$ cat src/hw/videoPkg.sv
package videoPkg;

    // Pixel source codes as they arrive from the video sources
    typedef logic [6:0] mpxT;       // Motion object pixel code
    typedef logic [7:0] pfxT;       // Playfield pixel code
    typedef logic [2:0] alcT;       // Alphanumeric color
    typedef logic [1:0] apixT;      // Alphanumeric pixel

    // Priority control outputs
    typedef logic [1:0] gctT;       // Source select from priority logic
    typedef logic [1:0] bankT;      // Palette bank, cras on the board

    // Priority source codes
    localparam gctT gctMixed     = 2'd0;   // Playfield color, motion pixel
    localparam gctT gctPlayfield = 2'd1;
    localparam gctT gctMotion    = 2'd2;
    localparam gctT gctAlpha     = 2'd3;

    // Lookup side
    typedef logic [7:0] palIndexT;  // Entry within one bank
    typedef logic [15:0] colorT;    // Word sent to the monitor

    // Bank and index together form the color RAM address, so the
    // pair has to stay as wide as the CPU word address
    localparam int palAddrBits = $bits(bankT) + $bits(palIndexT);

endpackage
$ cat src/hw/colorOutput.sv
`timescale 1ns/10ps

module colorOutput import videoPkg::*; (
    input  logic  mckf,
    input  logic  arstN,
    input  colorT ramData,      // From the color RAM
    input  logic  videoValid,   // Low after a CPU cycle
    output colorT colorOut      // To the monitor interface
);

    colorT nextColor;

    // A stolen cycle repeats the last pixel instead of showing
    // whatever word the CPU touched
    assign nextColor = videoValid ? ramData : colorOut;

    always_ff @(posedge mckf or negedge arstN) begin
        if (!arstN) begin
            colorOut <= '0;
        end else begin
            colorOut <= nextColor;
        end
    end

endmodule

$ cat config.mk
export PLATFORM = sky130hd
export DESIGN_NAME = colorOutput
export DESIGN_NICKNAME = d
export VERILOG_FILES = /design/src/hw/videoPkg.sv /design/src/hw/colorOutput.sv
export SDC_FILE = /design/constraint.sdc
export NUM_CORES = 1
export LEC_CHECK = 0
export BUFFER_PORTS_ARGS = -buffer_cell sky130_fd_sc_hd__buf_4
export CORE_MARGIN = 2
export CORE_UTILIZATION = 25
export CTS_BUF_LIST = sky130_fd_sc_hd__clkbuf_8
export CTS_CLUSTER_SIZE = 25
export DETAILED_ROUTE_END_ITERATION = 12
export GPL_TIMING_DRIVEN = 1
export PLACE_DENSITY = 0.49
export SYNTH_ARGS = -nofsm -noshare
export SYNTH_HDL_FRONTEND = slang
export SYNTH_SLANG_ARGS = --single-unit
export TNS_END_PERCENT = 50
$ cat constraint.sdc
create_clock -name mckf -period 1.1 [get_ports mckf]
set_clock_uncertainty 0.1 [all_clocks]
set_input_delay 0.055 -clock mckf [delete_from_list [all_inputs] [get_ports mckf]]
set_output_delay 0.055 -clock mckf [all_outputs]
set_load 0.05 [all_outputs]
==> results_dict.tcl <==
set metrics [dict create \
    grt-ovfl-total 0 \
    rsz0062_at_grt "no" \
    syn_nets 53 \
    cts_root_buf "clkbuf_8" \
    track_usage 0.1144 \
    cp-start-kind "flop" \
    via_per_inst 4.060 \
    diodes 0 \
    leakagePower_nw 0.5561 \
    final_nets 107 \
    yosys_register_bits 16 \
    cp-end-kind "primary output" \
    start_util 0.2621 \
    synth_cell_type_count 5 \
    drc 0 \
    synth_top_family_by_area "multiplexers" \
    gp_congestion 0.6161 \
    worst_pin_slew_ns 0.2640 \
    dp_cells 96 \
    crit_family "flip-flops" \
    grt_pass1_wl_um 2359 \
    layout_min_cycle_time_ns 0.9817 \
    drive_gt1_frac 0.6207 \
    seq_area_frac_synth 0.6166 \
    yosysTopAreaCellShare 0.6166 \
    syn_area_um2 649.4 \
    via_count 475 \
    clkTransAtPathRegs_ns 0.06 \
    hold_path.class "input pin to asynchronous set/reset pin" \
    cp_data_required_time_ns 0.94 \
    clkLatencyLatePin_ns 0.25 \
    tns_ns 0 \
    setup_slack_ns 0.1183 \
    antenna_found_initial 0 \
    maxSlewViolCount 0 \
    ant_nets 0 \
    period_share 0.8925 \
    core_um2 2477 \
    dpl-instance-area_um2 910.9 \
    ir_drop_v 0.001068 \
    htree_levels 1 \
    drt_iter0_drc 1 \
    cts_tree "built" \
    area_growth_pct 74.95 \
    final_common_cell "buf_4" \
    reg_top3 "colorOut (16)" \
    cp_num_buf_inv 1 \
    pre_cts_ws_ns 0.1867 \
    numPortBuffers 34 \
    synth-xor-area-share 0 \
    power_density_nw_per_um2 1510 \
    dieHeight_um 54.97 \
    avgSynthCellArea_um2 19.10 \
    yosys.area_share.simple 0 \
    finalNonFillerCells 117 \
    cts_buffer_depth 2 \
    crit_arrival_ns 0.83 \
    synth_compound_area_frac 0 \
    status "completed" \
    seqCellArea_um2 400.4 \
    synth_top_cell_by_area "dfrtp_1" \
    postCtsSetupRepairBufs 0 \
    cp_slowest_stage_delay_ns 0.39 \
    row_count 18 \
    io_pins 35 \
    fmax_mhz 1019 \
    drt-pass1-iter-count 3 \
    setup_violations 0 \
    clkSinkCount 16 \
    crit_fanout 2 \
    slowest_stage "dfrtp_1" \
    multi_input_area_um2 217.7 \
    path_cells "buf_4" \
    wl_um 1505 \
    nFillCells 233 \
    synth_area_leaders "dfrtp_1 (62%), mux2_4 (23%), mux2_2 (10%), buf_12 (3.1%), buf_6 (1.7%)" \
    largest_register_ffs 16 \
    yosys_warnings 0 \
    die_w_um 54.97 \
    slew_headroom 0.8240 \
    synthAdderAreaFrac 0 \
    finalHoldViolations 0 \
    grt_pass1_vias 561 \
    numCtsBuffers 3 \
    mostFrequentLayoutCells "buf_4 (34), dlygate4sd3_1 (17), dfrtp_1 (16)" \
    grt_max_degree 17 \
    worst-setup-path-type "flop to primary output" \
    fin_area_um2 1136 \
    synth_cells 34 \
    post_drt_wl_per_cell_um 12.86 \
    die-area_um2 3021 \
    cap_violations 0 \
    synth_mux_area_frac 0.3353 \
    top_register "colorOut" \
]
==> layout make-up <==
type | instances | area share
multi-input combinational | 16 | 0.1916
timing repair buffer | 51 | 0.3744
sequential | 16 | 0.3524
tap | 30 | 0.03304
clock buffer | 4 | 0.04846
==> path summary, 6_finish.rpt <==
kind | from | endpoint | slack, ns | depth (start not counted)
worst min-delay path | arstN | colorOut[9] | 0.10 | 2
worst max-delay path | colorOut[4] | colorOut[4] | 0.12 | 1
min in group mckf | videoValid | colorOut[12] | 0.16 | 2
max in group asynchronous | arstN | colorOut[2] | 0.62 | 2
worst min register to register | colorOut[3] | colorOut[3] | 0.41 | 1
worst max register to register | colorOut[9] | colorOut[9] | 0.24 | 1
==> report_power, final <==
part	internal (mW)	switching, mW	total [mW]
clock	0.317	0.195	0.512
sequential	0.648	0.0325	0.680
combinational	0.228	0.294	0.522
total	1.19	0.522	1.72
==> synthesized netlist by cell type <==
master	n
mux2_4	10
dfrtp_1	16
buf_6	1
buf_12	1
mux2_2	6
==> layer usage <==
| layer | up-vias | track usage | part of all wire |
|---|---|---|---|
| li1 | 222 | - | - |
| met1 | 226 | 0.1074 | 0.36 |
| met2 | 27 | 0.2163 | 0.54 |
| met3 | 0 | 0.06989 | 0.10 |
| met4 | 0 | 0.01220 | 0 |
| met5 | - | 0 | 0 |
==> cells by family (layout without fill, tap and decap cells) <==
| kind of cell | Yosys count | count (layout) |
|---|---|---|
| flops | 16 | 16 |
| buf+inv | 2 | 55 |
| mux | 16 | 16 |
==> stage by stage <==
stage | total power [mW] | util | hold WS [ns]
floorplan | 1.004 | - | -0.3406
global placement | 1.167 | 0.3677 | -0.1716
detailed placement | 1.169 | 0.3677 | -0.1719
CTS | 1.738 | 0.4586 | 0.1012
global route | 1.802 | 0.4586 | 0.1269
finish | 1.715 | 0.4586 | 0.1001
==> what timing repair did <==
| action | CTS | global route |
|---|---|---|
| setup endpoints to repair | 0 | 0 |
| resized for setup | 0 | 0 |
| hold buffers | 17 | 0 |
| endpoints found under the hold margin | 32 | 0 |
Power figures use the tool's default switching activity.
