## src/hw/videoPkg.sv

```systemverilog
package videoPkg;

    // Pixel source codes as they arrive from the video sources
    typedef logic [6:0] mpxT;       // Motion object pixel code
    typedef logic [7:0] pfxT;       // Playfield pixel code
    typedef logic [2:0] alcT;       // Alphanumeric color
    typedef logic [1:0] apixT;      // Alphanumeric pixel

    // Priority control outputs
    typedef logic [1:0] gctT;       // Source select from priority logic
    typedef logic [1:0] bankT;      // Palette bank, cras on the board

    // Priority source codes
    localparam gctT gctMixed     = 2'd0;   // Playfield color, motion pixel
    localparam gctT gctPlayfield = 2'd1;
    localparam gctT gctMotion    = 2'd2;
    localparam gctT gctAlpha     = 2'd3;

    // Lookup side
    typedef logic [7:0] palIndexT;  // Entry within one bank
    typedef logic [15:0] colorT;    // Word sent to the monitor

    // Bank and index together form the color RAM address, so the
    // pair has to stay as wide as the CPU word address
    localparam int palAddrBits = $bits(bankT) + $bits(palIndexT);

endpackage
```

## src/hw/paletteIndexMux.sv

```systemverilog
`timescale 1ns/10ps

module paletteIndexMux import videoPkg::*; (
    input  logic     mckf,      // Master clock
    input  logic     arstN,
    input  mpxT      mpx,       // From motion object line buffer
    input  pfxT      pfx,       // From playfield scroll
    input  alcT      alc,       // From alphanumerics
    input  apixT     apix,
    input  gctT      gct,       // From priority control
    input  bankT     cras,      // Palette bank
    output palIndexT pixIndex,
    output bankT     pixBank
);

    mpxT      mpxInv;           // Motion code leaves the buffer inverted
    palIndexT nextIndex;

    assign mpxInv = ~mpx;

    // Stands in for the four dual 4-to-1 selectors of the board
    always_comb begin
        case (gct)
            gctAlpha: begin
                nextIndex = {3'b000, alc, apix};    // Low 32 entries of bank
            end
            gctMotion: begin
                nextIndex = {1'b0, mpxInv};         // Lower half of bank
            end
            gctPlayfield: begin
                nextIndex = pfx;
            end
            default: begin
                // Mixed mode takes the playfield color group and the
                // motion object pixel bits
                nextIndex = {pfx[3:0], mpxInv[3:0]};
            end
        endcase
    end

    // Index and bank are latched together so the RAM sees one
    // coherent address per pixel
    always_ff @(posedge mckf or negedge arstN) begin
        if (!arstN) begin
            pixIndex <= '0;
            pixBank  <= '0;
        end else begin
            pixIndex <= nextIndex;
            pixBank  <= cras;
        end
    end

endmodule

```

## config.mk

```make
export PLATFORM = sky130hd
export DESIGN_NAME = paletteIndexMux
export DESIGN_NICKNAME = d
export VERILOG_FILES = /design/src/hw/videoPkg.sv /design/src/hw/paletteIndexMux.sv
export SDC_FILE = /design/constraint.sdc
export NUM_CORES = 1
export LEC_CHECK = 0
export ABC_AREA = 0
export BUFFER_PORTS_ARGS = -buffer_cell sky130_fd_sc_hd__buf_4
export CORE_AREA = 5 5 42 44
export DETAILED_ROUTE_END_ITERATION = 6
export DIE_AREA = 0 0 47 49
export PLACE_DENSITY = 0.69
export SLEW_MARGIN = 10
export SYNTH_ARGS = -nofsm -noshare
export SYNTH_HDL_FRONTEND = slang
export SYNTH_SLANG_ARGS = --single-unit
```

## constraint.sdc

```tcl
create_clock -name mckf -period 1 [get_ports mckf]
set_input_delay 0.05 -clock mckf [delete_from_list [all_inputs] [get_ports mckf]]
set_output_delay 0.05 -clock mckf [all_outputs]
set_load 0.1 [all_outputs]
```

==> results by group, run 1 <==
Routing
  – Wirelength per Cell: about 13 um
  – Antenna Nets Post-Route: 0
  – Initial DRT Pass Iterations: 1
  – Vias per inst: roughly 4.4
  – DRC: 0
  – Initial DRC Count: 0
  – Routed Wire Length: between 1000 and 1500 um
  – Vias after detailed routing: 404

STA
  – Final setup fails: 0
  – RSZ-0062 raised after global routing: false
  – Peak Freq: 1.083 GHz
  – Slew margin rel.: 81.43%
  – Setup TNS Final: 0 ps
  – Hold Vio Cnt, Final: 0
  – Tcrit/Tclk final: about 92%
  – Fin crit period: between 900 and 1000 ps
  – Setup slack after layout: approximately 76 ps
  – Max Slew Vio Count: 0
  – Smallest hold slack: about 40 ps
  – Slew at the pin closest to its max-slew limit: about 280 ps

Placement
  – # port buffers: 35
  – Placed cell areas: about 690 sq um
  – Post-Place Cells: 78
  – GP Congestion: about 0.63
  – Dpl ws: between 100 and 150 ps

Finish
  – Fin area: ~800 sq um
  – N_diodes: 0
  – Non-Filler Instances: between 90 and 100
  – Area Overhead vs Synth: 92.35%
  – Fin nets: approximately 100
  – Share of cells above drive strength 1: a little over half
  – Final core occ: 58.39%

Synthesis
  – Prevailing post-synth register cell: dfrtp_1
  – Post-Syn Instances: 29
  – Synth Register Bits: 10
  – Seq/Total Area, Yosys: approximately 60%
  – Synth area leader: dfrtp_1
  – Count leader, synth: mux2i_1
  – Syn Nets: between 50 and 60
  – Syn Area/Cell: around 15 sq um
  – Ys async rst share: 100.0%
  – Synth cell count leaders: 11 x mux2i_1, 10 x dfrtp_1, 2 x o22ai_1
  – Synth Warn #: 0
  – Netlist cell types: 9
  – Synthesized area: ~430 sq um
  – Post-synth top area share: around three fifths
  – Synth top area cells: dfrtp_1 59%, mux2i_1 26%, mux4_2 5.3%
  – Number of synthesized flops with an enable pin: 0

Floorplan
  – Row count: 14
  – Die height: roughly 50 um
  – Die width: 47 um
  – Initial Utilization: between 30% and 40%
  – Die area: 2303 sq um
  – Core box area: approximately 1400 sq um
  – Io pins: 36

Power and ir drop
  – Switch share: 35.68%
  – Total power: 1.265 mW
  – Leak Pwr: approximately 0.43 nW
  – Sequential Power Share: 35.1%
  – Cell Pwr Density: 1546 nW/um^2
  – Gate power share: a little under two fifths
  – P_int: roughly 0.81 mW
  – Peak VDD IR: around 0.54 mV
  – Switching power: around 0.45 mW
  – Clk network pwr share: 27.8%

Critical path
  – CP top delay family: flip-flops
  – Worst EP arrival: 870 ps
  – Critical path class: reg -> out
  – Crit start category: flip-flop
  – Crit-path slowest cell: dfrtp_1
  – Worst EP required: ~950 ps
  – Buf/Inv on CP: 1
  – Critical-path cell list: buf_4
  – CP endpoint kind: output pin
  – Crit path max fanout: 1
  – CP peak stage delay: 330 ps

Clock network
  – Cts bufs inserted: 3
  – Clk buf depth: 2
  – CTS resizes: 0
  – Root Driver: clkbuf_4
  – Clock transition at path regs: roughly 70 ps
  – CTS tree: yes
  – Clock sinks: 10
  – Htree depth: 1

Global route
  – First-pass GRT wire length: ~1800 um
  – Vias in the first global route: approximately 430
  – GR Overflow Total: 0
  – Pin count of the biggest net entering global routing: 11
  – Initial antenna violation count: 0
  – Total GRT Usage: 11.24%

Outcome
  – Status: finished clean

Flow run
  – Max-Cap Viols: 0

Min path
  – Hold Crit Class: in -> reg
==> power groups by stage <==
stage          clock (mW)  sequential, mW  combinational, mW
2_1_floorplan           0           0.692             0.0597
3_3_place_gp            0           0.452              0.440
3_5_place_dp            0           0.452              0.444
4_1_cts             0.367           0.444              0.473
5_1_grt             0.386           0.446              0.489
6_report            0.352           0.444              0.469
==> state kept, by name (all words and copies together), names as in the netlist <==
register  flops
pixBank       2
pixIndex      8
==> placed cells by master, fill, tap and decap left out <==
cell	count
buf_4	35
mux2i_1	11
dfrtp_1	10
dlygate4sd3_1	9
clkbuf_4	3
o22ai_1	2
nor2_1	1
inv_1	1
mux4_2	1
nand2b_1	1
clkbuf_8	1
==> logic make-up after synthesis <==
kind of cell	after synthesis	share of synthesized area (%)
simple gates	2	2.353
mux	12	31.18
buf+inv	3	4.704
flops	10	58.82
compound gates	2	2.941
==> final timing paths <==
kind                        startpoint           to  slack [ps]  cells past startpoint
min in group asynchronous        arstN  pixIndex[6]         150                      2
max                        pixIndex[5]  pixIndex[5]          80                      1
max in group asynchronous        arstN  pixIndex[7]         710                      2
min                             pfx[7]  pixIndex[7]          40                      3
==> routing by layer <==
| metal | global-route usage, % | vias to the layer above | share of wire (%) |
|---|---|---|---|
| li1 | - | 196 | - |
| met1 | 11.34 | 177 | 34 |
| met2 | 17.42 | 27 | 50 |
| met3 | 2.583 | 4 | 13 |
| met4 | 11.06 | 0 | 3.5 |
| met5 | 0 | - | 0 |
==> cell type report <==
class                   count  area (sq um)
repair buffers             44         352.8
clock buffers               4         36.28
fillers                   120         583.1
flip-flops and latches     10         250.2
inverters                   1         3.754
well taps                  16         20.02
multi-input cells          16         155.1
==> what timing repair did <==
item,CTS,global route
setup endpoints to repair,0,0
hold buffers,9,0
hold endpoints to repair,18,0
buffers inserted,0,0
Note: power is estimated with default switching activity, not from simulation.
==> run 2, diff against run 1 <==
--- a/config.mk
+++ b/config.mk
@@ -10,7 +10,7 @@
 export CORE_AREA = 5 5 42 44
 export DETAILED_ROUTE_END_ITERATION = 6
 export DIE_AREA = 0 0 47 49
-export PLACE_DENSITY = 0.69
+export PLACE_DENSITY = 0.76
 export SLEW_MARGIN = 10
 export SYNTH_ARGS = -nofsm -noshare
 export SYNTH_HDL_FRONTEND = slang
==> results by group, run 2 (same netlist as run 1, synthesis figures left out) <==
Placement
  – Half-perimeter wire length after placement: between 900 and 1000 um
  – Post-Place Cells: 79 (+1.3%)
  – GP Congestion: 0.6539 (+4.0%)
  – Dpl ws: 232.0 ps (+94.85 ps)
  – # port buffers: 35 (unchanged)

Clock network
  – Clock transition at path regs: 60 ps (about the same)
  – CTS resizes: 0 (unchanged)
  – Clk buf depth: 2 (unchanged)
  – Htree depth: 1 (unchanged)
  – Clock sinks: 10 (unchanged)
  – Root Driver: clkbuf_4
  – CTS tree: yes
  – Number of setup buffers added after CTS: 0 (unchanged)
  – Cts bufs inserted: 3 (unchanged)

Power and ir drop
  – P_int: 0.8166 mW (+0.33%)
  – Cell Pwr Density: 1537 nW/um^2 (-0.57%)
  – Switch share: 35.68% (about the same)
  – Clk network pwr share: 27.6% (-0.2 points)
  – Switching power: 0.4530 mW (+0.35%)
  – Peak VDD IR: 0.6111 mV (+14%)
  – Leak Pwr: 0.4351 nW (+1.1%)
  – Gate power share: 37.4% (+0.3 points)
  – Sequential Power Share: 35.0% (about the same)

Outcome
  – Status: finished clean

Critical path
  – Crit start category: flip-flop
  – Crit-path slowest cell: dfrtp_1
  – Worst EP required: 950 ps (about the same)
  – Buf/Inv on CP: 1 (unchanged)
  – CP top delay family: flip-flops
  – Critical-path cell list: buf_4
  – Critical path class: reg -> out
  – CP peak stage delay: 330 ps (about the same)
  – CP endpoint kind: output pin
  – Crit path max fanout: 1 (unchanged)
  – Worst EP arrival: 880 ps (about the same)

STA
  – Slew at the pin closest to its max-slew limit: 285.0 ps (+4.112 ps)
  – Peak Freq: 1.075 GHz (-0.71%)
  – Max Slew Vio Count: 0 (unchanged)
  – Setup slack after layout: 69.74 ps (-6.565 ps)
  – Hold Vio Cnt, Final: 0 (unchanged)
  – Fin crit period: 930.3 ps (+6.565 ps)
  – Slew margin rel.: 81.16% (-0.27 points)
  – Tcrit/Tclk final: 93.03% (+0.66 points)
  – RSZ-0062 raised after global routing: false
  – Setup TNS Final: 0 ps (unchanged)
  – Final setup fails: 0 (unchanged)

Global route
  – Total GRT Usage: 11.46% (+0.22 points)
  – Pin count of the biggest net entering global routing: 11 (unchanged)
  – First-pass GRT wire length: 1876 um (+7.1%)
  – GR Overflow Total: 0 (unchanged)
  – Initial antenna violation count: 0 (unchanged)
  – Vias in the first global route: 444 (+3.5%)

Min path
  – Hold EP: pixIndex[7]
  – Hold Crit Class: in -> reg
  – HP Start: pfx[7]
  – WHS Path Cells: 3 (unchanged)

Finish
  – Non-Filler Instances: 92 (+1.1%)
  – Most frequent cells in the layout: 36 x buf_4, 11 x mux2i_1, 10 x dfrtp_1
  – Most flops, register: pixIndex
  – Largest registers: pixIndex: 8 flops, pixBank: 2 flops
  – Fin nets: 103 (+0.98%)
  – Sequential Area: 250.2 sq um (unchanged)
  – Multi-input logic area: 155.1 sq um (unchanged)
  – Commonest non-fill, non-tap cell in the layout: buf_4
  – Max FFs per register: 8 (unchanged)
  – N_diodes: 0 (unchanged)
  – Area Overhead vs Synth: 94.12%
  – Share of cells above drive strength 1: 53.95% (+0.61 points)
  – # fillers: 126 (+5.0%)

Flow run
  – Max-Cap Viols: 0 (unchanged)

Routing
  – Wirelength per Cell: 13.40 um (+6.3%)
  – Routed Wire Length: 1233 um (+7.5%)
  – Antenna Nets Post-Route: 0 (unchanged)
  – DRC: 0 (unchanged)
  – Initial DRT Pass Iterations: 1 (unchanged)
  – Initial DRC Count: 0 (unchanged)
  – Vias after detailed routing: 401 (-0.74%)
  – Vias per inst: 4.359 (-1.8%)

Floorplan
  – Die area: 2303 sq um (unchanged)
  – Die width: 47 um (unchanged)
  – Initial Utilization: 30.36% (unchanged)
  – Row count: 14 (unchanged)
  – Io pins: 36 (unchanged)
  – Core box area: 1401 sq um (unchanged)
  – Die height: 49 um (unchanged)
-- run 2: final cells by class --
type	instances	area share (%)
Tap cell	16	2.424
Sequential cell	10	30.30
Clock buffer	4	4.394
Multi-Input combinational cell	16	18.79
Inverter	1	0.4545
Timing Repair Buffer	45	43.64
-- run 2: power by group through the flow --
stage	clock [mW]	sequential [mW]	combinational, mW
after floorplan	0	0.692	0.0597
after global placement	0	0.452	0.443
after detailed placement	0	0.452	0.450
after CTS	0.371	0.444	0.478
after global routing	0.386	0.447	0.496
final	0.351	0.445	0.475
-- run 2: tightest hold or removal path: cells and delay by family --
kind	cells	cell delay [ps]
buffers and inverters	1	80
AND/OR/NAND/NOR	1	80
multiplexers	1	60
-- run 2: worst max path at each step --
stage,from,slack [ps],cells after the start,end
after global routing,pixIndex[4],20,1,pixIndex[4]
final,pixIndex[4],70,1,pixIndex[4]
after floorplan,pixBank[0],70,0,pixBank[0]
after CTS,pixIndex[5],50,1,pixIndex[5]
after global placement,gct[1],240,2,pixIndex[4]
after detailed placement,gct[1],230,2,pixIndex[4]
-- run 2: metrics by stage --
| step | hold slack [ps] | util [%] | total power [mW] | instance area [sq um] |
|---|---|---|---|---|
| floorplan | -245.6 | - | 0.7514 | 425.4 |
| global placement | -119.4 | 49.91 | 0.8952 | 699.4 |
| detailed placement | -118.2 | 49.91 | 0.9021 | 699.4 |
| CTS | 32.79 | 58.93 | 1.294 | 825.8 |
| global route | 65.26 | 58.93 | 1.329 | 825.8 |
| finish | 46.65 | 58.93 | 1.270 | 825.8 |
-- run 2: routing by layer --
metal / part of all wire [%] / up-vias / track usage (%)
li1: - / 198 / -
met1: 38 / 180 / 12.50
met2: 52 / 23 / 19.91
met3: 10 / 0 / 2.214
met4: 0 / 0 / 5.530
met5: 0 / - / 0
-- run 2: what timing repair did --
| item | in CTS | in global routing |
|---|---|---|
| setup endpoints to repair | 0 | 0 |
| endpoints found under the hold margin | 18 | 0 |
| hold buffers | 9 | 0 |
